===== src/cpu_isa_pkg.sv =====
package cpu_isa_pkg;

  // Supported subset of the 6502 opcode map
  typedef enum logic [7:0] {
    OP_CLC     = 8'h18,
    OP_SEC     = 8'h38,
    OP_JMP_ABS = 8'h4C,
    OP_ADC_IMM = 8'h69,
    OP_STA_ZP  = 8'h85,
    OP_TXA     = 8'h8A,
    OP_TYA     = 8'h98,
    OP_TXS     = 8'h9A,
    OP_LDY_IMM = 8'hA0,
    OP_LDX_IMM = 8'hA2,
    OP_LDY_ZP  = 8'hA4,
    OP_LDA_ZP  = 8'hA5,
    OP_LDX_ZP  = 8'hA6,
    OP_TAY     = 8'hA8,
    OP_LDA_IMM = 8'hA9,
    OP_TAX     = 8'hAA,
    OP_TSX     = 8'hBA,
    OP_CMP_IMM = 8'hC9,
    OP_SBC_IMM = 8'hE9,
    OP_NOP     = 8'hEA
  } opcode_e;

  typedef enum logic [1:0] {
    ALU_ADC,
    ALU_SBC,
    ALU_CMP,
    ALU_NONE
  } alu_op_e;

  typedef enum logic [2:0] {
    STAGE_FETCH,
    STAGE_OPERAND,
    STAGE_FINISH,
    STAGE_VECTOR_LOW,
    STAGE_VECTOR_HIGH
  } stage_e;

  typedef struct packed {
    logic n;
    logic v;
    logic unused;
    logic b;
    logic d;
    logic i;
    logic z;
    logic c;
  } status_flags_t;

  // P register, seen as a byte or as individual flags
  typedef union packed {
    logic [7:0]    raw;
    status_flags_t flags;
  } status_u;

  localparam logic [7:0]  STATUS_RESET     = 8'h34;
  localparam logic [15:0] VECTOR_LOW_ADDR  = 16'hFFFC;
  localparam logic [15:0] VECTOR_HIGH_ADDR = 16'hFFFD;

endpackage


===== src/cpu_bus_pkg.sv =====
package cpu_bus_pkg;
  import cpu_isa_pkg::*;

  localparam int ADDR_WIDTH   = 16;
  localparam int DATA_WIDTH   = 8;
  // Clock cycles per bus step
  localparam int STEP_DIVIDER = 12;

  typedef struct packed {
    logic [ADDR_WIDTH-1:0] address;
    logic [DATA_WIDTH-1:0] write_data;
    logic                  read;
    logic                  write;
  } bus_req_t;

  typedef struct packed {
    logic [ADDR_WIDTH-1:0] pc;
    logic [DATA_WIDTH-1:0] a;
    logic [DATA_WIDTH-1:0] x;
    logic [DATA_WIDTH-1:0] y;
    logic [DATA_WIDTH-1:0] sp;
    status_u               status;
  } cpu_regs_t;

  typedef enum logic [2:0] {
    DEST_NONE,
    DEST_A,
    DEST_X,
    DEST_Y,
    DEST_SP
  } dest_sel_e;

  typedef enum logic [2:0] {
    SRC_DATA,
    SRC_A,
    SRC_X,
    SRC_SP,
    SRC_Y,
    SRC_HOLD
  } src_sel_e;

  typedef enum logic [2:0] {
    ADDR_KEEP,
    ADDR_PC_PLUS_ONE,
    ADDR_ZERO_PAGE,
    ADDR_VECTOR_HIGH,
    ADDR_JUMP_TARGET
  } addr_sel_e;

  typedef struct packed {
    logic      advance;
    dest_sel_e dest;
    src_sel_e  src;
    logic      set_carry;
    logic      clear_carry;
    logic      flags_from_data;
    logic      flags_from_alu;
    alu_op_e   alu_op;
    logic      hold_from_alu;
    logic      pc_increment;
    logic      pc_low_from_data;
    logic      pc_high_from_data;
    addr_sel_e addr_sel;
    logic      read;
    logic      write;
    logic      out_from_a;
  } ctrl_t;

endpackage


===== src/step_timer.sv =====
module step_timer
  import cpu_bus_pkg::*;
(
  input  logic clock_i,
  input  logic reset_i,
  output logic step_o
);

  logic [$clog2(STEP_DIVIDER)-1:0] count_q;

  // One strobe per wrap of the counter
  always_ff @(posedge clock_i) begin
    if (reset_i) begin
      count_q <= '0;
      step_o  <= 1'b0;
    end else if (count_q == STEP_DIVIDER - 1) begin
      count_q <= '0;
      step_o  <= 1'b1;
    end else begin
      count_q <= count_q + 1'b1;
      step_o  <= 1'b0;
    end
  end

endmodule


===== src/cpu_alu.sv =====
module cpu_alu
  import cpu_bus_pkg::*;
  import cpu_isa_pkg::*;
(
  input  logic [DATA_WIDTH-1:0] a_i,
  input  logic [DATA_WIDTH-1:0] b_i,
  input  logic [DATA_WIDTH-1:0] data_i,
  input  alu_op_e               op_i,
  input  status_u               status_i,
  output logic [DATA_WIDTH-1:0] result_o,
  output status_u               alu_status_o,
  output status_u               data_status_o
);

  logic [DATA_WIDTH-1:0] operand;
  logic                  carry_in;
  logic [DATA_WIDTH:0]   sum;

  always_comb begin
    operand  = b_i;
    carry_in = status_i.flags.c;
    case (op_i)
      // Borrow is the inverted carry
      ALU_SBC: operand = ~b_i;
      ALU_CMP: begin
        operand  = ~b_i;
        carry_in = 1'b1;
      end
      default: ;
    endcase

    sum      = {1'b0, a_i} + {1'b0, operand} + {{DATA_WIDTH{1'b0}}, carry_in};
    result_o = sum[DATA_WIDTH-1:0];

    alu_status_o = status_i;
    if (op_i != ALU_NONE) begin
      alu_status_o.flags.c = sum[DATA_WIDTH];
      alu_status_o.flags.z = (sum[DATA_WIDTH-1:0] == '0);
      alu_status_o.flags.n = sum[DATA_WIDTH-1];
      // No overflow logic yet
      alu_status_o.flags.v = 1'b0;
    end
  end

  // Load flags clear everything else
  always_comb begin
    data_status_o         = '0;
    data_status_o.flags.z = (data_i == '0);
    data_status_o.flags.n = data_i[DATA_WIDTH-1];
  end

endmodule


===== src/cpu_control.sv =====
module cpu_control
  import cpu_bus_pkg::*;
  import cpu_isa_pkg::*;
(
  input  logic                  clock_i,
  input  logic                  reset_i,
  input  logic                  step_i,
  input  logic                  data_valid_i,
  input  logic [DATA_WIDTH-1:0] data_i,
  output ctrl_t                 ctrl_o
);

  stage_e    stage_q;
  stage_e    stage_next;
  opcode_e   opcode_q;
  logic      ready;
  logic      goto_fetch;
  logic      fetch_implied;
  dest_sel_e load_dest;

  // Single-byte opcodes need no operand fetch
  always_comb begin
    case (data_i)
      OP_NOP, OP_SEC, OP_CLC, OP_TAX, OP_TAY, OP_TXA, OP_TYA, OP_TXS, OP_TSX:
        fetch_implied = 1'b1;
      default: fetch_implied = 1'b0;
    endcase
  end

  always_comb begin
    case (opcode_q)
      OP_LDA_IMM, OP_LDA_ZP: load_dest = DEST_A;
      OP_LDX_IMM, OP_LDX_ZP: load_dest = DEST_X;
      OP_LDY_IMM, OP_LDY_ZP: load_dest = DEST_Y;
      default:               load_dest = DEST_NONE;
    endcase
  end

  always_comb begin
    ctrl_o        = '0;
    ctrl_o.alu_op = ALU_NONE;
    ready         = 1'b0;
    goto_fetch    = 1'b0;
    stage_next    = stage_q;

    case (stage_q)
      STAGE_VECTOR_LOW: begin
        ready                   = data_valid_i;
        ctrl_o.pc_low_from_data = 1'b1;
        ctrl_o.addr_sel         = ADDR_VECTOR_HIGH;
        ctrl_o.read             = 1'b1;
        stage_next              = STAGE_VECTOR_HIGH;
      end

      STAGE_VECTOR_HIGH: begin
        ready                    = data_valid_i;
        ctrl_o.pc_high_from_data = 1'b1;
        ctrl_o.addr_sel          = ADDR_JUMP_TARGET;
        ctrl_o.read              = 1'b1;
        stage_next               = STAGE_FETCH;
      end

      STAGE_FETCH: begin
        ready       = data_valid_i;
        ctrl_o.read = 1'b1;
        stage_next  = STAGE_OPERAND;
        if (!fetch_implied) begin
          ctrl_o.pc_increment = 1'b1;
          ctrl_o.addr_sel     = ADDR_PC_PLUS_ONE;
        end
        // Deferred ADC/SBC result lands in A here
        if (opcode_q == OP_ADC_IMM || opcode_q == OP_SBC_IMM) begin
          ctrl_o.dest = DEST_A;
          ctrl_o.src  = SRC_HOLD;
        end
      end

      STAGE_OPERAND: begin
        case (opcode_q)
          OP_NOP: begin
            ready      = 1'b1;
            goto_fetch = 1'b1;
          end
          OP_SEC, OP_CLC: begin
            ready              = 1'b1;
            goto_fetch         = 1'b1;
            ctrl_o.set_carry   = (opcode_q == OP_SEC);
            ctrl_o.clear_carry = (opcode_q == OP_CLC);
          end
          OP_TAX, OP_TAY, OP_TXA, OP_TYA, OP_TXS, OP_TSX: begin
            ready      = 1'b1;
            goto_fetch = 1'b1;
            case (opcode_q)
              OP_TAX: {ctrl_o.dest, ctrl_o.src} = {DEST_X, SRC_A};
              OP_TAY: {ctrl_o.dest, ctrl_o.src} = {DEST_Y, SRC_A};
              OP_TXA: {ctrl_o.dest, ctrl_o.src} = {DEST_A, SRC_X};
              OP_TYA: {ctrl_o.dest, ctrl_o.src} = {DEST_A, SRC_Y};
              OP_TXS: {ctrl_o.dest, ctrl_o.src} = {DEST_SP, SRC_X};
              default: {ctrl_o.dest, ctrl_o.src} = {DEST_X, SRC_SP};
            endcase
          end
          OP_LDA_IMM, OP_LDX_IMM, OP_LDY_IMM: begin
            ready                  = data_valid_i;
            goto_fetch             = 1'b1;
            ctrl_o.dest            = load_dest;
            ctrl_o.src             = SRC_DATA;
            ctrl_o.flags_from_data = 1'b1;
          end
          OP_ADC_IMM, OP_SBC_IMM, OP_CMP_IMM: begin
            ready                 = data_valid_i;
            goto_fetch            = 1'b1;
            ctrl_o.flags_from_alu = 1'b1;
            ctrl_o.hold_from_alu  = (opcode_q != OP_CMP_IMM);
            case (opcode_q)
              OP_ADC_IMM: ctrl_o.alu_op = ALU_ADC;
              OP_SBC_IMM: ctrl_o.alu_op = ALU_SBC;
              default:    ctrl_o.alu_op = ALU_CMP;
            endcase
          end
          OP_LDA_ZP, OP_LDX_ZP, OP_LDY_ZP: begin
            ready           = data_valid_i;
            ctrl_o.addr_sel = ADDR_ZERO_PAGE;
            ctrl_o.read     = 1'b1;
            stage_next      = STAGE_FINISH;
          end
          OP_STA_ZP: begin
            ready             = data_valid_i;
            ctrl_o.addr_sel   = ADDR_ZERO_PAGE;
            ctrl_o.write      = 1'b1;
            ctrl_o.out_from_a = 1'b1;
            stage_next        = STAGE_FINISH;
          end
          OP_JMP_ABS: begin
            ready                   = data_valid_i;
            ctrl_o.pc_low_from_data = 1'b1;
            ctrl_o.addr_sel         = ADDR_PC_PLUS_ONE;
            ctrl_o.read             = 1'b1;
            stage_next              = STAGE_FINISH;
          end
          // Unknown opcode stalls here
          default: ready = 1'b0;
        endcase
      end

      STAGE_FINISH: begin
        case (opcode_q)
          OP_LDA_ZP, OP_LDX_ZP, OP_LDY_ZP: begin
            ready                  = data_valid_i;
            goto_fetch             = 1'b1;
            ctrl_o.dest            = load_dest;
            ctrl_o.src             = SRC_DATA;
            ctrl_o.flags_from_data = 1'b1;
          end
          OP_STA_ZP: begin
            ready      = 1'b1;
            goto_fetch = 1'b1;
          end
          OP_JMP_ABS: begin
            ready                    = data_valid_i;
            ctrl_o.pc_high_from_data = 1'b1;
            ctrl_o.addr_sel          = ADDR_JUMP_TARGET;
            ctrl_o.read              = 1'b1;
            stage_next               = STAGE_FETCH;
          end
          default: ready = 1'b0;
        endcase
      end

      default: ready = 1'b0;
    endcase

    // Common tail: move on to the next opcode
    if (goto_fetch) begin
      ctrl_o.pc_increment = 1'b1;
      ctrl_o.addr_sel     = ADDR_PC_PLUS_ONE;
      ctrl_o.read         = 1'b1;
      stage_next          = STAGE_FETCH;
    end

    ctrl_o.advance = step_i & ready;
  end

  always_ff @(posedge clock_i) begin
    if (reset_i) begin
      stage_q  <= STAGE_VECTOR_LOW;
      opcode_q <= OP_NOP;
    end else if (ctrl_o.advance) begin
      stage_q <= stage_next;
      if (stage_q == STAGE_FETCH) begin
        opcode_q <= opcode_e'(data_i);
      end
    end
  end

endmodule


===== src/cpu_datapath.sv =====
module cpu_datapath
  import cpu_bus_pkg::*;
  import cpu_isa_pkg::*;
(
  input  logic                  clock_i,
  input  logic                  reset_i,
  input  ctrl_t                 ctrl_i,
  input  logic [DATA_WIDTH-1:0] data_i,
  input  logic [DATA_WIDTH-1:0] alu_result_i,
  input  status_u               alu_status_i,
  input  status_u               data_status_i,
  output cpu_regs_t             regs_o,
  output bus_req_t              bus_o
);

  logic [DATA_WIDTH-1:0] a_q;
  logic [DATA_WIDTH-1:0] x_q;
  logic [DATA_WIDTH-1:0] y_q;
  logic [DATA_WIDTH-1:0] sp_q;
  logic [DATA_WIDTH-1:0] hold_q;
  logic [DATA_WIDTH-1:0] write_data_q;
  logic [DATA_WIDTH-1:0] src_value;
  status_u               status_q;
  status_u               status_next;
  logic [ADDR_WIDTH-1:0] pc_q;
  logic [ADDR_WIDTH-1:0] pc_next;
  logic [ADDR_WIDTH-1:0] pc_plus_one;
  logic [ADDR_WIDTH-1:0] address_q;
  logic [ADDR_WIDTH-1:0] address_next;
  logic                  read_q;
  logic                  write_q;

  assign pc_plus_one = pc_q + 1'b1;

  always_comb begin
    case (ctrl_i.src)
      SRC_A:    src_value = a_q;
      SRC_X:    src_value = x_q;
      SRC_Y:    src_value = y_q;
      SRC_SP:   src_value = sp_q;
      SRC_HOLD: src_value = hold_q;
      default:  src_value = data_i;
    endcase
  end

  always_comb begin
    status_next = status_q;
    if (ctrl_i.flags_from_alu) begin
      status_next = alu_status_i;
    end
    if (ctrl_i.flags_from_data) begin
      status_next = data_status_i;
    end
    if (ctrl_i.set_carry) begin
      status_next.flags.c = 1'b1;
    end
    if (ctrl_i.clear_carry) begin
      status_next.flags.c = 1'b0;
    end
  end

  always_comb begin
    pc_next = pc_q;
    if (ctrl_i.pc_increment) begin
      pc_next = pc_plus_one;
    end
    if (ctrl_i.pc_low_from_data) begin
      pc_next[DATA_WIDTH-1:0] = data_i;
    end
    if (ctrl_i.pc_high_from_data) begin
      pc_next[ADDR_WIDTH-1:DATA_WIDTH] = data_i;
    end
  end

  always_comb begin
    case (ctrl_i.addr_sel)
      ADDR_PC_PLUS_ONE: address_next = pc_plus_one;
      ADDR_ZERO_PAGE:   address_next = {{(ADDR_WIDTH - DATA_WIDTH){1'b0}}, data_i};
      ADDR_VECTOR_HIGH: address_next = VECTOR_HIGH_ADDR;
      // Low byte was captured into the PC one step earlier
      ADDR_JUMP_TARGET: address_next = {data_i, pc_q[DATA_WIDTH-1:0]};
      default:          address_next = address_q;
    endcase
  end

  always_ff @(posedge clock_i) begin
    if (reset_i) begin
      a_q       <= '0;
      x_q       <= '0;
      y_q       <= '0;
      sp_q      <= '0;
      status_q  <= STATUS_RESET;
      pc_q      <= '0;
      address_q <= VECTOR_LOW_ADDR;
      read_q    <= 1'b1;
      write_q   <= 1'b0;
    end else if (ctrl_i.advance) begin
      case (ctrl_i.dest)
        DEST_A:  a_q <= src_value;
        DEST_X:  x_q <= src_value;
        DEST_Y:  y_q <= src_value;
        DEST_SP: sp_q <= src_value;
        default: ;
      endcase
      status_q  <= status_next;
      pc_q      <= pc_next;
      address_q <= address_next;
      read_q    <= ctrl_i.read;
      write_q   <= ctrl_i.write;
    end
  end

  always_ff @(posedge clock_i) begin
    if (ctrl_i.advance) begin
      if (ctrl_i.hold_from_alu) begin
        hold_q <= alu_result_i;
      end
      if (ctrl_i.out_from_a) begin
        write_data_q <= a_q;
      end
    end
  end

  always_comb begin
    bus_o.address    = address_q;
    bus_o.write_data = write_data_q;
    bus_o.read       = read_q;
    bus_o.write      = write_q;

    regs_o.pc     = pc_q;
    regs_o.a      = a_q;
    regs_o.x      = x_q;
    regs_o.y      = y_q;
    regs_o.sp     = sp_q;
    regs_o.status = status_q;
  end

endmodule


===== src/cpu_top.sv =====
module cpu_top
  import cpu_bus_pkg::*;
  import cpu_isa_pkg::*;
(
  input  logic                  clock_i,
  input  logic                  reset_i,
  input  logic [DATA_WIDTH-1:0] data_i,
  input  logic                  data_valid_i,
  output bus_req_t              bus_o,
  output cpu_regs_t             regs_o
);

  logic                  step;
  ctrl_t                 ctrl;
  logic [DATA_WIDTH-1:0] alu_result;
  status_u               alu_status;
  status_u               data_status;

  step_timer step_timer_i (
    .clock_i (clock_i),
    .reset_i (reset_i),
    .step_o  (step)
  );

  cpu_control cpu_control_i (
    .clock_i      (clock_i),
    .reset_i      (reset_i),
    .step_i       (step),
    .data_valid_i (data_valid_i),
    .data_i       (data_i),
    .ctrl_o       (ctrl)
  );

  cpu_datapath cpu_datapath_i (
    .clock_i       (clock_i),
    .reset_i       (reset_i),
    .ctrl_i        (ctrl),
    .data_i        (data_i),
    .alu_result_i  (alu_result),
    .alu_status_i  (alu_status),
    .data_status_i (data_status),
    .regs_o        (regs_o),
    .bus_o         (bus_o)
  );

  // Immediate operand comes straight off the bus
  cpu_alu cpu_alu_i (
    .a_i           (regs_o.a),
    .b_i           (data_i),
    .data_i        (data_i),
    .op_i          (ctrl.alu_op),
    .status_i      (regs_o.status),
    .result_o      (alu_result),
    .alu_status_o  (alu_status),
    .data_status_o (data_status)
  );

endmodule


===== config.mk =====
export PLATFORM = sky130hd
export DESIGN_NAME = cpu_top
export DESIGN_NICKNAME = d
export VERILOG_FILES = /design/src/cpu_isa_pkg.sv /design/src/cpu_bus_pkg.sv /design/src/step_timer.sv /design/src/cpu_alu.sv /design/src/cpu_control.sv /design/src/cpu_datapath.sv /design/src/cpu_top.sv
export SDC_FILE = /design/constraint.sdc
export NUM_CORES = 1
export LEC_CHECK = 0
export BUFFER_PORTS_ARGS = -buffer_cell sky130_fd_sc_hd__buf_2
export CAP_MARGIN = 30
export CORE_ASPECT_RATIO = 1.75
export CORE_MARGIN = 2
export CORE_UTILIZATION = 55
export DETAILED_ROUTE_END_ITERATION = 10
export PLACE_DENSITY = 0.79
export RECOVER_POWER = 25
export SYNTH_ARGS = -nofsm -noshare
export SYNTH_HDL_FRONTEND = slang
export SYNTH_HIERARCHICAL = 1
export SYNTH_SLANG_ARGS = --single-unit

===== constraint.sdc =====
create_clock -name clock_i -period 5.55 [get_ports clock_i]
set_clock_uncertainty 0.15 [all_clocks]
set_input_delay 1.11 -clock clock_i [delete_from_list [all_inputs] [get_ports clock_i]]
set_output_delay 1.11 -clock clock_i [all_outputs]
set_load 0.02 [all_outputs]

==> implementation parameters, run 1 <==
Parameter                              Value

Detailed routing
  WL met3 ... about 1.0 mm
  Number of remaining DRC errors ... 0
  Detailed-route via count ... 6366
  Routed via count divided by cell count ... 6.17
  Sum of routed wire segments on met1 ... around 7.1 mm
  Post-route antenna net violation count ... 0
  Routed wire length ... around 19 mm
  Number of optimization iterations in the first detailed-route pass ... 5
  Detailed router's first-iteration violation count ... 309
  Top routing layer in use ... met4
  Drt wl/cell ... around 19 µm
  Routed wl met2 ... around 9.9 mm

Clocking
  Number of buffers on the longest clock path ... 2
  Clock Sink Count ... 106
  Worst-skew pair later-pin latency ... about 0.36 ns
  Number of post-CTS setup repair buffers ... 0
  Clock-pin transition on the worst setup and hold timing paths ... ~0.07 ns
  CTS root buffer ... sky130_fd_sc_hd__clkbuf_16
  Post-CTS Hold Fix Bufs ... 0
  Inserted Clock Buffers ... 9
  # H-tree levels ... 3
  Count of instances resized after the clock tree is built ... 0
  Clock tree from TritonCTS ... built

Outcome
  Failing checks ... capacitance limit, slew limit
  Status ... finished, violations left

Worst setup path
  Slowest cell on the critical path ... sky130_fd_sc_hd__dfxtp_1
  Ordered list of cells on the worst path ... nor4bb_1, nand4_1, nor2_1, nand2_1, inv_1, ha_1, xor2_1, fa_1, inv_1, fa_1, a211oi_2, nor2_1, a2111oi_0, nor3_1, o41ai_2, mux2i_1, a211oi_1
  Signal arrival time at the worst endpoint ... between 5 and 6 ns
  Required time at the endpoint of the critical path ... approximately 5.7 ns
  Cell family contributing the most delay on the critical path ... compound AO/OA/AOI/OAI gates
  Classification of the worst setup path ... reg2reg
  Worst path buffer plus inverter count ... 2
  Largest stage delay, worst path ... 0.61 ns
  Startpoint type of the worst setup path ... flop
  Kind of capture point of the worst setup path ... flop
  Worst-path fanout max ... 14

Placement
  Detailed placement HPWL ... approximately 14 mm
  Quantity of I/O buffers inserted on ports ... 92
  Placed instance count ... 1016
  Worst setup timing slack at the placement stage ... 0.742 ns
  Routability Congestion ... about 0.97

Yosys
  Post-synthesis async set-or-reset flop share ... 0%
  Mean cell area of the mapped netlist ... approximately 8.3 µm²
  Largest cells by area after synthesis ... sky130_fd_sc_hd__dfxtp_1 26%, sky130_fd_sc_hd__nor2_1 7.4%, sky130_fd_sc_hd__edfxtp_1 7.1%, sky130_fd_sc_hd__a21oi_1 4.6%, sky130_fd_sc_hd__a22oi_1 3.9%
  Cell variety after synth ... 98
  Most frequent cells after synthesis ... 134 x sky130_fd_sc_hd__nor2_1, 90 x sky130_fd_sc_hd__dfxtp_1, 62 x sky130_fd_sc_hd__a21oi_1
  Number of warning messages in the yosys log ... 6
  Top-count cell post-synth ... sky130_fd_sc_hd__nor2_1
  Largest area contributor in the synthesized netlist ... sky130_fd_sc_hd__dfxtp_1
  Sequential cell area fraction in the yosys report ... 33.5%
  Area of the mapped netlist ... just under 7000 µm²
  Number of enable-type register cells in the synthesized netlist ... 16
  Synth Register Bits ... ~110
  Primary flip-flop cell chosen by synthesis mapping ... sky130_fd_sc_hd__dfxtp_1
  Count of mapped cells out of synthesis ... between 800 and 900
  Area share of the leading cell type in the synthesized netlist ... 26.5%

Finish
  Area Overhead vs Synth ... 7.24%
  Number of fill cells in the layout ... around 1100
  Nets ... ~890
  Register cell area after layout ... around 2300 µm²
  Area taken by multi-input logic gates ... about 4000 µm²
  Fraction of final layout cells with drive strength greater than 1 ... between 10% and 20%
  Post-Layout Cell Count ... between 1000 and 1500

Timing
  Final period demand of the worst path ... about 4.9 ns
  Worst slack on hold paths ... about 0.32 ns
  Period Utilization, post-route ... around nine tenths
  Post-route worst setup slack ... approximately 0.64 ns
  Max-slew violations ... 50
  Total negative setup slack ... 0 ns
  Final Hold Vio Count ... 0
  Pin slew with the least headroom to its limit ... around 2.2 ns
  Unrepaired setup endpoints after global routing ... false
  Headroom to the max-slew limit ... -44.5%
  Fmax ... between 0.2 and 0.25 GHz
  Final number of setup-violating endpoints ... 0

Job
  Number of maximum-capacitance constraint violations ... 1

Global routing
  Total overflow reported by the global router ... 0
  Number of antenna violations at the first check in global routing ... 0
  Global routing usage summed across all routing layers ... 29.1%
  Vias in the first global route ... about 5800
  First-pass GRT wire length ... 29.9 mm
  Pin count of the biggest net entering global routing ... 50

Pwr
  Reported leakage power ... 2.80 nW
  Power per standard cell area ... about 200 nW/µm²
  Total power of the final layout ... 1.46 mW
  Max rail drop VDD ... about 0.16 mV

Floorplanning
  Floorplan die width ... 88.1 µm
  Core box area ... ~12000 µm²
  Die Footprint ... ~13000 µm²
  Number of primary I/O pins ... a little over 90
  Starting density of the core ... between 50% and 60%
  Die Ht ... about 150 µm
  Number of rows in the core area ... 53

Min path
  Worst min-delay path category ... reg2reg
layer usage:
metal	vias to the layer above	GRT usage, %
met5	-	0
li1	3052	-
met3	67	3.22
met1	2977	32.3
met4	0	17.7
met2	270	51.9
cell type report:
cell class / count / share of cell area (%)
timing repair buffer: 101 / 6.56
sequential: 106 / 31.2
clock inverter: 6 / 0.668
inverter: 18 / 0.925
clock buffer: 9 / 3.08
tap: 165 / 2.83
multi-input combinational: 626 / 54.7
antenna: 1 / 0.0343
stage by stage:
step / utilization (%) / instance area (µm²)
2_1_floorplan: - / 6830
3_3_place_gp: 58.6 / 7080
3_5_place_dp: 58.6 / 7080
4_1_cts: 60.9 / 7350
5_1_grt: 60.5 / 7300
6_report: 60.5 / 7300
placed cells by master, fill, tap and decap left out, types with 15 or more instances in the layout:
cell type,n
sky130_fd_sc_hd__a21oi_1,62
sky130_fd_sc_hd__a22oi_1,35
sky130_fd_sc_hd__buf_2,53
sky130_fd_sc_hd__clkbuf_1,39
sky130_fd_sc_hd__dfxtp_1,90
sky130_fd_sc_hd__edfxtp_1,16
sky130_fd_sc_hd__inv_1,16
sky130_fd_sc_hd__mux2i_1,20
sky130_fd_sc_hd__nand2_1,42
sky130_fd_sc_hd__nand2b_1,25
sky130_fd_sc_hd__nand3_1,15
sky130_fd_sc_hd__nor2_1,134
sky130_fd_sc_hd__o21ai_0,34
sky130_fd_sc_hd__xnor2_1,15
worst register-to-register path, delay by kind of cell, from the launching register on:
| family | cells | cell delay, ns |
|---|---|---|
| and+or+nand+nor | 6 | 1.26 |
| xor gates and xnor gates | 1 | 0.26 |
| DFF | 1 | 0.61 |
| muxes | 1 | 0.12 |
| AOI/OAI and AO/OA | 4 | 1.30 |
| buffers and inverters | 2 | 0.13 |
| adders and majority gates | 3 | 0.99 |
final timing paths:
kind	startpoint	end	slack, ns	depth (start not counted)
setup / recovery	cpu_control_i/opcode_q[3]$_SDFFE_PP1P_	cpu_datapath_i/status_q[1]$_SDFFE_PP0P_	0.64	17
hold / removal	cpu_datapath_i/address_q[8]$_SDFFE_PP1P_	cpu_datapath_i/address_q[8]$_SDFFE_PP1P_	0.32	1
setup reg to reg	cpu_control_i/opcode_q[3]$_SDFFE_PP1P_	cpu_datapath_i/status_q[1]$_SDFFE_PP0P_	0.64	17
hold reg to reg	cpu_datapath_i/address_q[8]$_SDFFE_PP1P_	cpu_datapath_i/address_q[8]$_SDFFE_PP1P_	0.32	1
kinds of logic (layout without fill, tap and decap cells):
kind of cell / after synthesis / after routing / synth area share, %
simple gates: 319 / 319 / 24.7
mux: 22 / 22 / 3.27
flops: 106 / 106 / 33.5
buf+inv: 89 / 134 / 8.16
other cells: 1 / 7 / 0.0551
compound gates: 240 / 240 / 24.4
xor+xnor: 26 / 26 / 3.34
fa+ha+maj: 13 / 13 / 2.61
report_power, final:
group | total (mW) | internal, mW | switching [mW]
clock network | 0.611 | 0.308 | 0.303
logic | 0.0668 | 0.0196 | 0.0472
registers | 0.784 | 0.780 | 0.00424
total | 1.46 | 1.11 | 0.354
flip-flops by register name, summed over array words and instances, names as in the netlist:
signal / flops
cpu_datapath_i/pc_q: 16
step_timer_i/count_q: 4
step_timer_i/step_o: 1
cpu_datapath_i/write_data_q: 8
cpu_datapath_i/status_q: 8
cpu_control_i/stage_q: 3
cpu_datapath_i/read_q: 1
cpu_datapath_i/sp_q: 8
cpu_datapath_i/write_q: 1
cpu_datapath_i/hold_q: 8
cpu_datapath_i/y_q: 8
cpu_datapath_i/a_q: 8
cpu_datapath_i/x_q: 8
cpu_control_i/opcode_q: 8
cpu_datapath_i/address_q: 16
(Power assumes the default switching activity.)
==> run 2: changes to the inputs <==
- CORE_ASPECT_RATIO: 1.75 -> 0.8
==> run 2 against run 1 <==
  * The flow now finishes without violations
  * Sequential share of layout area about the same
  * Combinational power hardly changed
  * First-iteration DRC count increased by 130%
  * Register-to-register slack lost 0.11 ns
  * Worst hold slack got worse by 0.0024 ns
  * Power is 2.1% higher
  * Highest routed layer unchanged
==> implementation parameters, run 2 (synthesized netlist as in run 1, its figures left out) <==
Parameter                              Value

Clocking
  Clock-pin transition on the worst setup and hold timing paths ... 0.07 ns (about the same)
  CTS root buffer ... sky130_fd_sc_hd__clkbuf_16
  Number of post-CTS setup repair buffers ... 0 (unchanged)
  Post-CTS Hold Fix Bufs ... 0 (unchanged)
  Clock Sink Count ... 106 (unchanged)
  # H-tree levels ... 3 (unchanged)
  Inserted Clock Buffers ... 9 (unchanged)
  Count of instances resized after the clock tree is built ... 0 (unchanged)
  Number of buffers on the longest clock path ... 2 (unchanged)
  Worst-skew pair later-pin latency ... 0.36 ns (about the same)
  Clock tree from TritonCTS ... built

Global routing
  First-pass GRT wire length ... 30.5 mm (+1.8%)
  Pin count of the biggest net entering global routing ... 56 (+12%)
  Total overflow reported by the global router ... 0 (unchanged)
  Number of antenna violations at the first check in global routing ... 0 (unchanged)
  Vias in the first global route ... 5652 (-3.0%)
  Global routing usage summed across all routing layers ... 28.4% (-0.71 points)

Worst setup path
  Worst-path fanout max ... 14 (unchanged)
  Startpoint type of the worst setup path ... flop
  Required time at the endpoint of the critical path ... 5.67 ns (about the same)
  Reg2Reg Depth ... 17 (unchanged)
  Critical R2R Capture ... cpu_datapath_i/status_q[1]$_SDFFE_PP0P_
  Worst reg-to-reg setup slack ... 0.53 ns (-0.11 ns)
  Launching point of the worst reg2reg path ... cpu_control_i/opcode_q[3]$_SDFFE_PP1P_
  Classification of the worst setup path ... reg2reg
  Signal arrival time at the worst endpoint ... 5.14 ns (+0.11 ns)
  Kind of capture point of the worst setup path ... flop

Pwr
  Reported leakage power ... 2.80 nW (-0.18%)
  Power per standard cell area ... 204 nW/µm² (+2.2%)
  Max rail drop VDD ... 0.173 mV (+12%)

Timing
  Period Utilization, post-route ... 90.4% (+1.9 points)
  Max-slew violations ... 0 (-100%)
  Total negative setup slack ... 0 ns (unchanged)
  Final period demand of the worst path ... 5.02 ns (+0.108 ns)
  Fmax ... 0.199 GHz (-2.2%)
  Final Hold Vio Count ... 0 (unchanged)
  Headroom to the max-slew limit ... 26.7% (+71 points)
  Unrepaired setup endpoints after global routing ... false
  Pin slew with the least headroom to its limit ... 1.10 ns (-1.07 ns)
  Final number of setup-violating endpoints ... 0 (unchanged)
  Worst slack on hold paths ... 0.318 ns (-0.00239 ns)

Detailed routing
  Drt wl/cell ... 18.4 µm (-0.97%)
  Routed wl met2 ... 8.25 mm (-17%)
  Number of optimization iterations in the first detailed-route pass ... 6 (+1)
  Top routing layer in use ... met4
  Routed wire length ... 18.8 mm (-2.2%)
  Sum of routed wire segments on met1 ... 8.48 mm (+19%)
  Number of remaining DRC errors ... 0 (unchanged)
  WL met3 ... 1.71 mm (+70%)
  Routed via count divided by cell count ... 6.24 (+1.2%)
  Post-route antenna net violation count ... 0 (unchanged)
  Detailed-route via count ... 6360 (-0.094%)
  Detailed router's first-iteration violation count ... 703 (+130%)

Finish
  N_diodes ... 0 (-1)
  Fraction of final layout cells with drive strength greater than 1 ... 13.0% (-0.36 points)
  Nets ... 886 (unchanged)
  Area Overhead vs Synth ... 7.15% (about the same)
  Fin area ... 7300 µm² (about the same)
  Leading registers by flop count ... cpu_datapath_i/address_q: 16 flops, cpu_datapath_i/pc_q: 16 flops
  Most frequent cells in the layout ... 134 x sky130_fd_sc_hd__nor2_1, 90 x sky130_fd_sc_hd__dfxtp_1, 62 x sky130_fd_sc_hd__a21oi_1, 49 x sky130_fd_sc_hd__buf_2, 43 x sky130_fd_sc_hd__clkbuf_1
  Number of fill cells in the layout ... 1101 (-3.2%)
  Leading cell type in the layout, fill and taps excluded ... sky130_fd_sc_hd__nor2_1

Floorplanning
  Die Ht ... 104 µm (-32%)
  Die Footprint ... 13300 µm² (-0.22%)
  Floorplan die width ... 128 µm (+46%)
  Number of rows in the core area ... 36 (-32%)
  Starting density of the core ... 56.2% (-0.22 points)
  Core box area ... 12100 µm² (+0.39%)
  Number of primary I/O pins ... 93 (unchanged)

Min path
  Worst Hold Path EP ... cpu_datapath_i/address_q[3]$_SDFFE_PP1P_
  Startpoint of the most critical hold path ... cpu_datapath_i/address_q[3]$_SDFFE_PP1P_
  Hold Path Depth ... 2 (+1)
  Worst min-delay path category ... reg2reg

Placement
  Detailed placement HPWL ... 12.9 mm (-7.8%)
  Routability Congestion ... 0.955 (-1.5%)
  Instance area at placement ... 7060 µm² (-0.23%)
  Quantity of I/O buffers inserted on ports ... 92 (unchanged)

Job
  Number of maximum-capacitance constraint violations ... 0 (-1)

Outcome
  Status ... completed
[run 2: worst max-delay path, cell delays in order (launching register included)]
cell and delay (ns):
sky130_fd_sc_hd__dfxtp_1 0.62, sky130_fd_sc_hd__nor4bb_1 0.52, sky130_fd_sc_hd__nand4_1 0.21, sky130_fd_sc_hd__nor2_1 0.25, sky130_fd_sc_hd__nand2_1 0.12, sky130_fd_sc_hd__inv_1 0.07, sky130_fd_sc_hd__ha_1 0.37, sky130_fd_sc_hd__xor2_1 0.28
sky130_fd_sc_hd__fa_1 0.23, sky130_fd_sc_hd__inv_1 0.06, sky130_fd_sc_hd__fa_1 0.41, sky130_fd_sc_hd__a211oi_2 0.22, sky130_fd_sc_hd__nor2_1 0.10, sky130_fd_sc_hd__a2111oi_0 0.51, sky130_fd_sc_hd__nor3_1 0.14, sky130_fd_sc_hd__o41ai_2 0.33
sky130_fd_sc_hd__mux2i_1 0.11, sky130_fd_sc_hd__a211oi_1 0.23
[run 2: metal layers]
layer,vias up,global-route usage (%)
met3,32,5.53
met2,312,42.0
met4,0,8.16
met1,2968,42.0
li1,3048,-
met5,-,0
[run 2: layout make-up]
type	count	area, µm²	area share, %
flip-flops and latches	106	2280	31.3
clock inverters	4	31.3	0.429
well taps	152	190	2.61
repair buffers	101	474	6.50
multi-input cells	626	3990	54.7
inverters	18	67.6	0.926
clock buffers	12	260	3.57
[run 2: metrics by stage]
stage	instances	power, mW	setup slack [ns]	utilization, %
detailed placement	1003	0.868	0.685	58.3
finish	1019	1.49	0.532	60.2
global placement	1003	0.867	0.682	58.3
floorplan	821	0.845	1.09	-
global route	1019	1.54	0.207	60.2
CTS	1019	1.50	0.615	60.7
[run 2: how the worst max path moves through the flow]
stage / endpoint / slack [ns] / startpoint
final: cpu_datapath_i/status_q[1]$_SDFFE_PP0P_ / 0.53 / cpu_control_i/opcode_q[3]$_SDFFE_PP1P_
after global routing: cpu_datapath_i/status_q[1]$_SDFFE_PP0P_ / 0.21 / cpu_control_i/opcode_q[3]$_SDFFE_PP1P_
after CTS: cpu_datapath_i/status_q[1]$_SDFFE_PP0P_ / 0.61 / cpu_control_i/opcode_q[3]$_SDFFE_PP1P_
after detailed placement: cpu_datapath_i/status_q[1]$_SDFFE_PP0P_ / 0.69 / cpu_control_i/opcode_q[3]$_SDFFE_PP1P_
after global placement: cpu_datapath_i/status_q[1]$_SDFFE_PP0P_ / 0.68 / cpu_control_i/opcode_q[3]$_SDFFE_PP1P_
after floorplan: cpu_datapath_i/status_q[1]$_SDFFE_PP0P_ / 1.09 / cpu_control_i/opcode_q[3]$_SDFFE_PP1P_
[run 2: report_power, final]
group	switching, mW	internal, mW
Clock	0.302	0.339
Sequential	0.00491	0.780
Combinational	0.0467	0.0201
Total	0.353	1.14
